`src/frame_pkg.sv`:
```
package frame_pkg;

    ////////////////////
    // Protocol constants

    localparam logic [15:0] ethertype_ipv4  = 16'h0800;
    localparam logic [7:0]  ip_protocol_udp = 8'd17;

    // Ethernet 14 + IPv4 20 + UDP 8
    localparam int header_bytes     = 42;
    localparam int udp_header_bytes = 8;
    localparam int min_frame_bytes  = 60;
    localparam int fcs_bytes        = 4;

    ////////////////////
    // Header layout, first wire byte in the top bits

    typedef struct packed {
        logic [47:0] mac_destination;
        logic [47:0] mac_source;
        logic [15:0] ether_type;
        logic [7:0]  ipv4_version_ihl;
        logic [7:0]  ipv4_services;
        logic [15:0] ipv4_total_length;
        logic [15:0] ipv4_identification;
        // MF flag in bit 13, offset in 12:0
        logic [15:0] ipv4_flags_offset;
        logic [7:0]  ipv4_time_to_live;
        logic [7:0]  ipv4_protocol;
        logic [15:0] ipv4_header_checksum;
        logic [31:0] ipv4_source_address;
        logic [31:0] ipv4_destination_address;
        logic [15:0] udp_source_port;
        logic [15:0] udp_destination_port;
        logic [15:0] udp_length;
        logic [15:0] udp_checksum;
    } header_fields_t;

    // Filled byte by byte, read as fields
    typedef union packed {
        header_fields_t                 fields;
        logic [0:header_bytes-1][7:0]   bytes;
    } header_word_u;

endpackage

```
`src/rx_pkg.sv`:
```
package rx_pkg;

    ////////////////////
    // Input stream

    // One byte per valid cycle, start marks the first byte of a frame
    typedef struct packed {
        logic       valid;
        logic       start;
        logic [7:0] data;
    } rx_byte_t;

    ////////////////////
    // Sequencer

    typedef enum logic [2:0] {
        seq_idle,
        seq_header,
        seq_payload,
        seq_pad,
        seq_fcs,
        seq_check,
        seq_drop
    } seq_state_e;

    // Single cycle pulses for the current frame
    typedef struct packed {
        logic good;
        logic bad;
    } verdict_t;

    ////////////////////
    // CRC

    localparam int crc_residue_bits = 32;

endpackage

```
`src/header_capture.sv`:
```
`timescale 1ns/10ps
module header_capture (
    input  logic                    clock,
    input  logic                    reset_n,
    input  rx_pkg::rx_byte_t        rx_byte,
    input  logic                    capture,
    input  logic                    restart,
    output frame_pkg::header_word_u header,
    output logic                    header_done
);

    localparam int count_bits = $clog2(frame_pkg::header_bytes + 1);

    frame_pkg::header_word_u fill;
    frame_pkg::header_word_u fill_next;
    logic [count_bits-1:0]   count;
    logic [count_bits-1:0]   offset;
    logic                    last_byte;

    // First byte of a frame lands at offset zero
    assign offset    = restart ? '0 : count;
    assign last_byte = capture && (offset == count_bits'(frame_pkg::header_bytes - 1));

    always_comb begin
        fill_next = fill;
        if (capture) begin
            fill_next.bytes[offset] = rx_byte.data;
        end
    end

    always_ff @(posedge clock) begin
        fill <= fill_next;
    end

    // Published copy stays stable until the next header completes
    always_ff @(posedge clock or negedge reset_n) begin
        if (!reset_n) begin
            count       <= '0;
            header      <= '0;
            header_done <= 1'b0;
        end else begin
            if (restart) begin
                count <= count_bits'(capture);
            end else if (capture) begin
                count <= count + 1'b1;
            end
            if (last_byte) begin
                header <= fill_next;
            end
            header_done <= last_byte;
        end
    end

    // No more than one header's worth of bytes per frame
    assert property (@(posedge clock) disable iff (!reset_n)
        (capture && !restart) |-> (count < count_bits'(frame_pkg::header_bytes)));

endmodule

```
`src/frame_check.sv`:
```
`timescale 1ns/10ps
module frame_check (
    input  logic             clock,
    input  logic             reset_n,
    input  rx_pkg::rx_byte_t rx_byte,
    input  logic             crc_restart,
    input  logic             crc_byte,
    input  logic             fcs_byte,
    output logic             fcs_match
);

    localparam logic [rx_pkg::crc_residue_bits-1:0] crc_polynomial = 32'hEDB8_8320;

    logic [rx_pkg::crc_residue_bits-1:0] crc;
    logic [rx_pkg::crc_residue_bits-1:0] crc_seed;
    logic [rx_pkg::crc_residue_bits-1:0] crc_final;
    logic [rx_pkg::crc_residue_bits-1:0] fcs_received;
    logic                                fcs_active;

    // Reflected CRC-32, one byte, lsb first
    function automatic logic [rx_pkg::crc_residue_bits-1:0] crc_update(
        input logic [rx_pkg::crc_residue_bits-1:0] value,
        input logic [7:0]                          data
    );
        logic [rx_pkg::crc_residue_bits-1:0] c;
        c = value ^ {{(rx_pkg::crc_residue_bits - 8){1'b0}}, data};
        for (int i = 0; i < 8; i++) begin
            if (c[0]) begin
                c = (c >> 1) ^ crc_polynomial;
            end else begin
                c = c >> 1;
            end
        end
        return c;
    endfunction

    assign crc_seed = crc_restart ? '1 : crc;

    always_ff @(posedge clock or negedge reset_n) begin
        if (!reset_n) begin
            crc        <= '1;
            fcs_active <= 1'b0;
        end else begin
            if (crc_byte) begin
                crc <= crc_update(crc_seed, rx_byte.data);
            end else if (crc_restart) begin
                crc <= '1;
            end
            if (crc_restart) begin
                fcs_active <= 1'b0;
            end else if (fcs_byte) begin
                fcs_active <= 1'b1;
            end
        end
    end

    // Received FCS arrives lsb first
    always_ff @(posedge clock) begin
        if (fcs_byte && !fcs_active) begin
            crc_final <= crc;
        end
        if (fcs_byte) begin
            fcs_received <= {rx_byte.data, fcs_received[rx_pkg::crc_residue_bits-1:8]};
        end
    end

    assign fcs_match = ((~crc_final) == fcs_received);

endmodule

```
`src/frame_sequencer.sv`:
```
`timescale 1ns/10ps
module frame_sequencer (
    input  logic                    clock,
    input  logic                    reset_n,
    input  rx_pkg::rx_byte_t        rx_byte,
    input  frame_pkg::header_word_u header,
    input  logic                    header_done,
    input  logic                    fcs_match,
    input  logic                    any_slot,
    output logic                    capture,
    output logic                    crc_restart,
    output logic                    crc_byte,
    output logic                    fcs_byte,
    output logic                    frame_start,
    output logic                    payload_byte,
    output rx_pkg::verdict_t        verdict
);

    localparam int pad_span = frame_pkg::min_frame_bytes - frame_pkg::header_bytes;
    localparam logic [1:0] fcs_last = 2'(frame_pkg::fcs_bytes - 1);

    rx_pkg::seq_state_e state;
    rx_pkg::seq_state_e phase;
    rx_pkg::seq_state_e state_next;
    logic [15:0]        payload_left;
    logic [15:0]        payload_phase;
    logic [15:0]        payload_next;
    logic [15:0]        payload_len;
    logic [7:0]         pad_left;
    logic [7:0]         pad_phase;
    logic [7:0]         pad_next;
    logic [7:0]         pad_len;
    logic [1:0]         fcs_left;
    logic [1:0]         fcs_next;
    logic               header_ok;
    logic               start_byte;

    ////////////////////
    // Header filter and lengths
    assign header_ok = (header.fields.ether_type == frame_pkg::ethertype_ipv4)
                    && (header.fields.ipv4_protocol == frame_pkg::ip_protocol_udp)
                    && (header.fields.ipv4_flags_offset[13:0] == 14'd0)
                    && (header.fields.udp_length >= 16'(frame_pkg::udp_header_bytes));

    assign payload_len = header.fields.udp_length - 16'(frame_pkg::udp_header_bytes);
    assign pad_len     = (payload_len < 16'(pad_span)) ? 8'(16'(pad_span) - payload_len) : '0;

    // The byte next to header_done already belongs to the new section
    always_comb begin
        phase         = state;
        payload_phase = payload_left;
        pad_phase     = pad_left;
        if (state == rx_pkg::seq_header && header_done) begin
            payload_phase = payload_len;
            pad_phase     = pad_len;
            if (!header_ok) begin
                phase = rx_pkg::seq_drop;
            end else if (payload_len != 16'd0) begin
                phase = rx_pkg::seq_payload;
            end else begin
                phase = rx_pkg::seq_pad;
            end
        end
    end

    assign start_byte = rx_byte.valid && rx_byte.start;

    ////////////////////
    // Byte dispatch
    always_comb begin
        state_next   = phase;
        payload_next = payload_phase;
        pad_next     = pad_phase;
        fcs_next     = fcs_left;
        capture      = 1'b0;
        crc_restart  = 1'b0;
        crc_byte     = 1'b0;
        fcs_byte     = 1'b0;
        frame_start  = 1'b0;
        payload_byte = 1'b0;
        verdict      = '0;
        if (phase == rx_pkg::seq_check) begin
            verdict.good = fcs_match;
            verdict.bad  = !fcs_match;
            state_next   = rx_pkg::seq_idle;
        end
        if (start_byte) begin
            // Abort of a frame in progress
            if (phase inside {rx_pkg::seq_header, rx_pkg::seq_payload,
                              rx_pkg::seq_pad, rx_pkg::seq_fcs}) begin
                verdict.bad = 1'b1;
            end
            if (any_slot) begin
                state_next  = rx_pkg::seq_header;
                capture     = 1'b1;
                crc_restart = 1'b1;
                crc_byte    = 1'b1;
                frame_start = 1'b1;
            end else begin
                state_next = rx_pkg::seq_drop;
            end
        end else if (rx_byte.valid) begin
            case (phase)
                rx_pkg::seq_header: begin
                    capture  = 1'b1;
                    crc_byte = 1'b1;
                end
                rx_pkg::seq_payload: begin
                    payload_byte = 1'b1;
                    crc_byte     = 1'b1;
                    payload_next = payload_phase - 1'b1;
                    if (payload_phase == 16'd1) begin
                        if (pad_phase != 8'd0) begin
                            state_next = rx_pkg::seq_pad;
                        end else begin
                            state_next = rx_pkg::seq_fcs;
                            fcs_next   = fcs_last;
                        end
                    end
                end
                rx_pkg::seq_pad: begin
                    crc_byte = 1'b1;
                    pad_next = pad_phase - 1'b1;
                    if (pad_phase == 8'd1) begin
                        state_next = rx_pkg::seq_fcs;
                        fcs_next   = fcs_last;
                    end
                end
                rx_pkg::seq_fcs: begin
                    fcs_byte = 1'b1;
                    fcs_next = fcs_left - 1'b1;
                    if (fcs_left == 2'd0) begin
                        state_next = rx_pkg::seq_check;
                    end
                end
                default: begin
                end
            endcase
        end
    end

    always_ff @(posedge clock or negedge reset_n) begin
        if (!reset_n) begin
            state        <= rx_pkg::seq_idle;
            payload_left <= '0;
            pad_left     <= '0;
            fcs_left     <= '0;
        end else begin
            state        <= state_next;
            payload_left <= payload_next;
            pad_left     <= pad_next;
            fcs_left     <= fcs_next;
        end
    end

    // Header completes only while the header is being collected
    assert property (@(posedge clock) disable iff (!reset_n)
        header_done |-> (state == rx_pkg::seq_header));

    assert property (@(posedge clock) disable iff (!reset_n)
        (state == rx_pkg::seq_check) |-> !$isunknown(fcs_match));

endmodule

```
`src/slot_router.sv`:
```
`timescale 1ns/10ps
module slot_router #(
    parameter int receive_slots = 2
) (
    input  logic                        clock,
    input  logic                        reset_n,
    input  rx_pkg::rx_byte_t            rx_byte,
    input  logic [receive_slots-1:0]    receive_slot_enable,
    input  logic                        frame_start,
    input  logic                        payload_byte,
    input  rx_pkg::verdict_t            verdict,
    output logic [7:0]                  payload,
    output logic [receive_slots-1:0]    payload_valid,
    output logic [receive_slots-1:0]    good_frame,
    output logic [receive_slots-1:0]    bad_frame
);

    localparam int select_bits = (receive_slots > 1) ? $clog2(receive_slots) : 1;

    logic [select_bits-1:0]   slot_select;
    logic [select_bits-1:0]   highest_enabled;
    logic [receive_slots-1:0] slot_onehot;

    // Highest enabled slot wins
    always_comb begin
        highest_enabled = '0;
        for (int i = 0; i < receive_slots; i++) begin
            if (receive_slot_enable[i]) begin
                highest_enabled = select_bits'(i);
            end
        end
    end

    assign slot_onehot = receive_slots'(1) << slot_select;

    always_ff @(posedge clock or negedge reset_n) begin
        if (!reset_n) begin
            slot_select   <= '0;
            payload_valid <= '0;
            good_frame    <= '0;
            bad_frame     <= '0;
        end else begin
            if (frame_start) begin
                slot_select <= highest_enabled;
            end
            payload_valid <= payload_byte ? slot_onehot : '0;
            good_frame    <= verdict.good ? slot_onehot : '0;
            bad_frame     <= verdict.bad ? slot_onehot : '0;
        end
    end

    always_ff @(posedge clock) begin
        if (payload_byte) begin
            payload <= rx_byte.data;
        end
    end

    // A frame is never judged good and bad at once
    assert property (@(posedge clock) disable iff (!reset_n)
        !(verdict.good && verdict.bad));

endmodule

```
`src/udp_frame_receiver.sv`:
```
`timescale 1ns/10ps
module udp_frame_receiver #(
    parameter int receive_slots = 2
) (
    input  logic                        clock,
    input  logic                        reset_n,
    input  rx_pkg::rx_byte_t            rx_byte,
    input  logic [receive_slots-1:0]    receive_slot_enable,
    output logic [7:0]                  payload,
    output logic [receive_slots-1:0]    payload_valid,
    output logic [receive_slots-1:0]    good_frame,
    output logic [receive_slots-1:0]    bad_frame,
    output logic [15:0]                 udp_destination_port
);

    frame_pkg::header_word_u header;
    rx_pkg::verdict_t        verdict;
    logic                    header_done;
    logic                    capture;
    logic                    crc_restart;
    logic                    crc_byte;
    logic                    fcs_byte;
    logic                    fcs_match;
    logic                    frame_start;
    logic                    payload_byte;
    logic                    any_slot;

    assign any_slot             = |receive_slot_enable;
    assign udp_destination_port = header.fields.udp_destination_port;

    header_capture u_header_capture (
        .clock       (clock),
        .reset_n     (reset_n),
        .rx_byte     (rx_byte),
        .capture     (capture),
        .restart     (crc_restart),
        .header      (header),
        .header_done (header_done)
    );

    frame_check u_frame_check (
        .clock       (clock),
        .reset_n     (reset_n),
        .rx_byte     (rx_byte),
        .crc_restart (crc_restart),
        .crc_byte    (crc_byte),
        .fcs_byte    (fcs_byte),
        .fcs_match   (fcs_match)
    );

    frame_sequencer u_frame_sequencer (
        .clock        (clock),
        .reset_n      (reset_n),
        .rx_byte      (rx_byte),
        .header       (header),
        .header_done  (header_done),
        .fcs_match    (fcs_match),
        .any_slot     (any_slot),
        .capture      (capture),
        .crc_restart  (crc_restart),
        .crc_byte     (crc_byte),
        .fcs_byte     (fcs_byte),
        .frame_start  (frame_start),
        .payload_byte (payload_byte),
        .verdict      (verdict)
    );

    slot_router #(
        .receive_slots (receive_slots)
    ) u_slot_router (
        .clock               (clock),
        .reset_n             (reset_n),
        .rx_byte             (rx_byte),
        .receive_slot_enable (receive_slot_enable),
        .frame_start         (frame_start),
        .payload_byte        (payload_byte),
        .verdict             (verdict),
        .payload             (payload),
        .payload_valid       (payload_valid),
        .good_frame          (good_frame),
        .bad_frame           (bad_frame)
    );

endmodule

```
`config.mk`:
```
export PLATFORM = sky130hd
export DESIGN_NAME = udp_frame_receiver
export DESIGN_NICKNAME = d
export VERILOG_FILES = /design/src/frame_pkg.sv /design/src/rx_pkg.sv /design/src/header_capture.sv /design/src/frame_check.sv /design/src/frame_sequencer.sv /design/src/slot_router.sv /design/src/udp_frame_receiver.sv
export SDC_FILE = /design/constraint.sdc
export NUM_CORES = 1
export LEC_CHECK = 0
export BUFFER_PORTS_ARGS = -buffer_cell sky130_fd_sc_hd__buf_4
export CORE_ASPECT_RATIO = 0.5
export CORE_MARGIN = 3
export CORE_UTILIZATION = 60
export CTS_BUF_LIST = sky130_fd_sc_hd__clkbuf_8
export DETAILED_ROUTE_END_ITERATION = 10
export GPL_ROUTABILITY_DRIVEN = 0
export GPL_TIMING_DRIVEN = 1
export PLACE_DENSITY = 0.74
export SYNTH_ARGS = -nofsm -noshare
export SYNTH_HDL_FRONTEND = slang
export SYNTH_SLANG_ARGS = --single-unit
```
`constraint.sdc`:
```
create_clock -name clock -period 6.6 [get_ports clock]
set_input_delay 0.33 -clock clock [delete_from_list [all_inputs] [get_ports clock]]
set_output_delay 0.33 -clock clock [all_outputs]
set_load 0.02 [all_outputs]
```
==> metrics.txt <==
CTS HTree Levels=2; fin crit share=0.637; vias per cell=5.85; drt first pass iters=5; Final setup viols=0; worst path required time=around 7000 ps; Post-synth EDFFs=slightly above 70; total die area=about 24000 um^2; Seq/Total Area, Yosys=0.543; register area=7260 um^2; Clock Skew=about 23 ps; Min Hold Slack=between 70 and 80 ps; Buffers & Inverters on Critical Path=2; die height=about 110 um; clk_lat worst skew=560 ps; Layout area overhead=9.17%; R2R depth=13; xor and xnor area share after synthesis=0.103; Hold Crit Depth=2; final slew viol count=0; Hold Vio Cnt, Final=0; total track usage=0.241; MaxCap Viol Count=0; CP delay by family, top=simple AND/OR/NAND/NOR gates; synthesized area=13400 um^2; CTS max path bufs=3; Mapped Nets=1150; Critical-path top delay cell=or4b_4; gr ovfl total=0; CP max stage delay=just over 600 ps; Routed Antenna Nets=0; Hold Crit Class=in -> reg; Min Clock Period, post-route=roughly 4200 ps; layout cells sized above 1=0.271; Synth Area in Compound Gates=0.0635; Slew HR=0.227; RSZ-0062 raised after global routing=false; die width=around 220 um; initial antenna violation count=0; Synth Area in Adders=0.0112; synthesized area per cell=~12 um^2; Crit Path Max Fanout=13; Synth Instances=about 1100; largest family of logic cells by synthesized area=multiplexers; VDD IR max=between 0.2 and 0.25 mV; Starting Density=0.631; power per cell area=361 nW/um^2; Unique masters post-synth=between 70 and 80; initial DRC count=~720; CTS sink cnt=approximately 290; actual slew at the worst max-slew pin=between 1000 and 1500 ps; post-synthesis simple-gate area fraction=0.122; arrival time at the worst endpoint=4640 ps; HPWL Detailed=roughly 19 mm; first-pass GRT wire length=46.5 mm; Setup Buffers After CTS=0; crit path cell chain=inv_1, ha_1, or4b_4, o31ai_1, nand3_2, or4b_4, o21ai_1, inv_1, ha_1, o211ai_1, a2bb2oi_1, nor4b_1, a211o_1; Max Clk Rate=between 200 and 250 MHz; Avg WL per Cell=between 15 and 20 um; n_diodes=0; CTS tree=built; I/O Pins=44; setup TNS=0 ps; clock-pin slew on the worst setup and hold paths=approximately 70 ps; # fillers=~1600; Nets=1171; Ys Warns=0; startpoint types=register; post-synthesis mux area share=0.125; WP depth=13; Synth Register Bits=between 200 and 300; Num CTS Buffers=40; Worst Setup End Kind=register; CORE AREA=21200 um^2; area of the multi-input gates=roughly 5700 um^2; outcome=completed; drt drc=0; static leakage=approximately 6.0 nW; num rows=37; post-synthesis async set-or-reset flop share=0.507; vias in the first global route=about 8600; port bufs=43; Root Buffer=clkbuf_8; Worst Setup Path Type=reg -> reg; final WL=approximately 29 mm; DR vias=roughly 8600; top_reg_cell synth=dfrtp_1; largest net degree at the start of global routing=79
## cell families (layout without fill, tap and decap cells)
kind of cell,Yosys count,count (layout)
AOI/OAI and AO/OA,131,131
xor gates and xnor gates,155,155
adders and majority gates,12,12
buffers and inverters,89,141
DFF,288,288
muxes,149,149
and+or+nand+nor,300,300
## stage by stage
step / power [W] / cell area, um^2 / util / instances / setup WS, ps
floorplan: 0.00353 / 13400 / - / 1124 / 2940
global placement: 0.00383 / 13800 / 0.649 / 1394 / 2590
detailed placement: 0.00389 / 13800 / 0.649 / 1394 / 2450
CTS: 0.00530 / 14600 / 0.689 / 1468 / 2430
global route: 0.00557 / 14600 / 0.689 / 1468 / 2040
finish: 0.00528 / 14600 / 0.689 / 1468 / 2400
## worst paths after layout
path | slack (ps) | startpoint | to
max | 2400 | u_header_capture.header[19] | u_frame_sequencer.fcs_left[1]
min | 70 | rx_byte[8] | u_frame_sequencer.state[1]
max reg2reg | 2400 | u_header_capture.header[19] | u_frame_sequencer.fcs_left[1]
min reg2reg | 470 | u_header_capture.fill[45] | u_header_capture.fill[45]
max in group asynchronous | 4800 | reset_n | u_frame_sequencer.pad_left[7]
min in group asynchronous | 410 | reset_n | u_header_capture.header[230]
## Yosys cell counts, types with 4 or more instances
cell | n | area [um^2]
mux2i_1 | 8 | 80.1
inv_1 | 16 | 60.1
o21ai_0 | 52 | 260
nor4b_1 | 6 | 52.6
dfrtp_1 | 114 | 2850
dfstp_2 | 32 | 841
buf_4 | 20 | 150
nand2_1 | 74 | 278
nor3b_1 | 6 | 45.0
o211ai_1 | 4 | 30.0
xor2_1 | 33 | 289
ha_1 | 12 | 150
o31ai_1 | 6 | 45.0
nand2b_1 | 6 | 37.5
a21oi_1 | 25 | 125
and2_1 | 5 | 31.3
clkbuf_1 | 32 | 120
nor2_1 | 88 | 330
nand3_1 | 10 | 50.1
edfxtp_1 | 72 | 2160
or3_1 | 4 | 25.0
nand4_1 | 11 | 68.8
xnor2_1 | 120 | 1050
dfxtp_1 | 70 | 1400
mux2_2 | 141 | 1590
buf_1 | 9 | 33.8
a31oi_1 | 4 | 25.0
nor4_1 | 26 | 163
buf_2 | 9 | 45.0
nor3_1 | 24 | 120
## state kept, by name, indices dropped and copies added, names as in the netlist, 2 cells and up
signal	count
u_slot_router.good_frame	2
u_slot_router.payload	8
u_header_capture.fill	70
u_frame_sequencer.state	3
u_slot_router.bad_frame	2
u_frame_check.crc	32
u_frame_sequencer.pad_left	8
u_frame_check.fcs_received	32
u_header_capture.count	6
u_frame_sequencer.payload_left	16
u_header_capture.header	70
u_frame_sequencer.fcs_left	2
u_frame_check.crc_final	32
u_slot_router.payload_valid	2
## report_power, final
group / switching, W / leakage [nW] / total [W] / internal (W)
logic: 0.000852 / 2.42 / 0.00158 / 0.000723
clock network: 0.000681 / 0.463 / 0.00140 / 0.000723
registers: 0.000185 / 3.07 / 0.00230 / 0.00211
total: 0.00172 / 5.96 / 0.00528 / 0.00356
## worst register-to-register path: stages (launching register included)
cell and delay (ps):
dfrtp_1 480, inv_1 190, ha_1 430, or4b_4 550
o31ai_1 320, nand3_2 120, or4b_4 620, o21ai_1 230
inv_1 110, ha_1 190, o211ai_1 120, a2bb2oi_1 360
nor4b_1 110, a211o_1 280
## cells in the final DEF (no fill, tap or decap), types with 8 or more instances in the layout
cell type / instances
o21ai_0: 52
buf_4: 50
clkbuf_8: 53
nand4_1: 11
a21oi_1: 25
inv_1: 27
mux2_2: 141
nor3_1: 24
xor2_1: 33
ha_1: 12
mux2i_1: 8
nand3_1: 10
nand2_1: 74
xnor2_1: 120
dfrtp_1: 114
nor2_1: 87
dfxtp_1: 70
dfstp_2: 32
nor4_1: 26
edfxtp_1: 72
## cell type report
class	count	area share
flip-flops and latches	288	0.497
well taps	292	0.0250
clock inverters	20	0.00634
inverters	16	0.00411
multi-input cells	747	0.390
repair buffers	52	0.0272
clock buffers	53	0.0500
## timing repair
item,4_1_cts,5_1_grt
resized for setup,0,0
hold buffers,1,0
hold endpoints to repair,49,0
## per-layer routing
metal  share of wire  track usage  vias to the layer above
li1                -            -                     4009
met1            0.48        0.361                     4308
met2            0.44        0.363                      211
met3           0.056       0.0455                       53
met4           0.019       0.0608                        0
met5               0            0                        -
No activity file was read; power rests on OpenSTA's default activity.
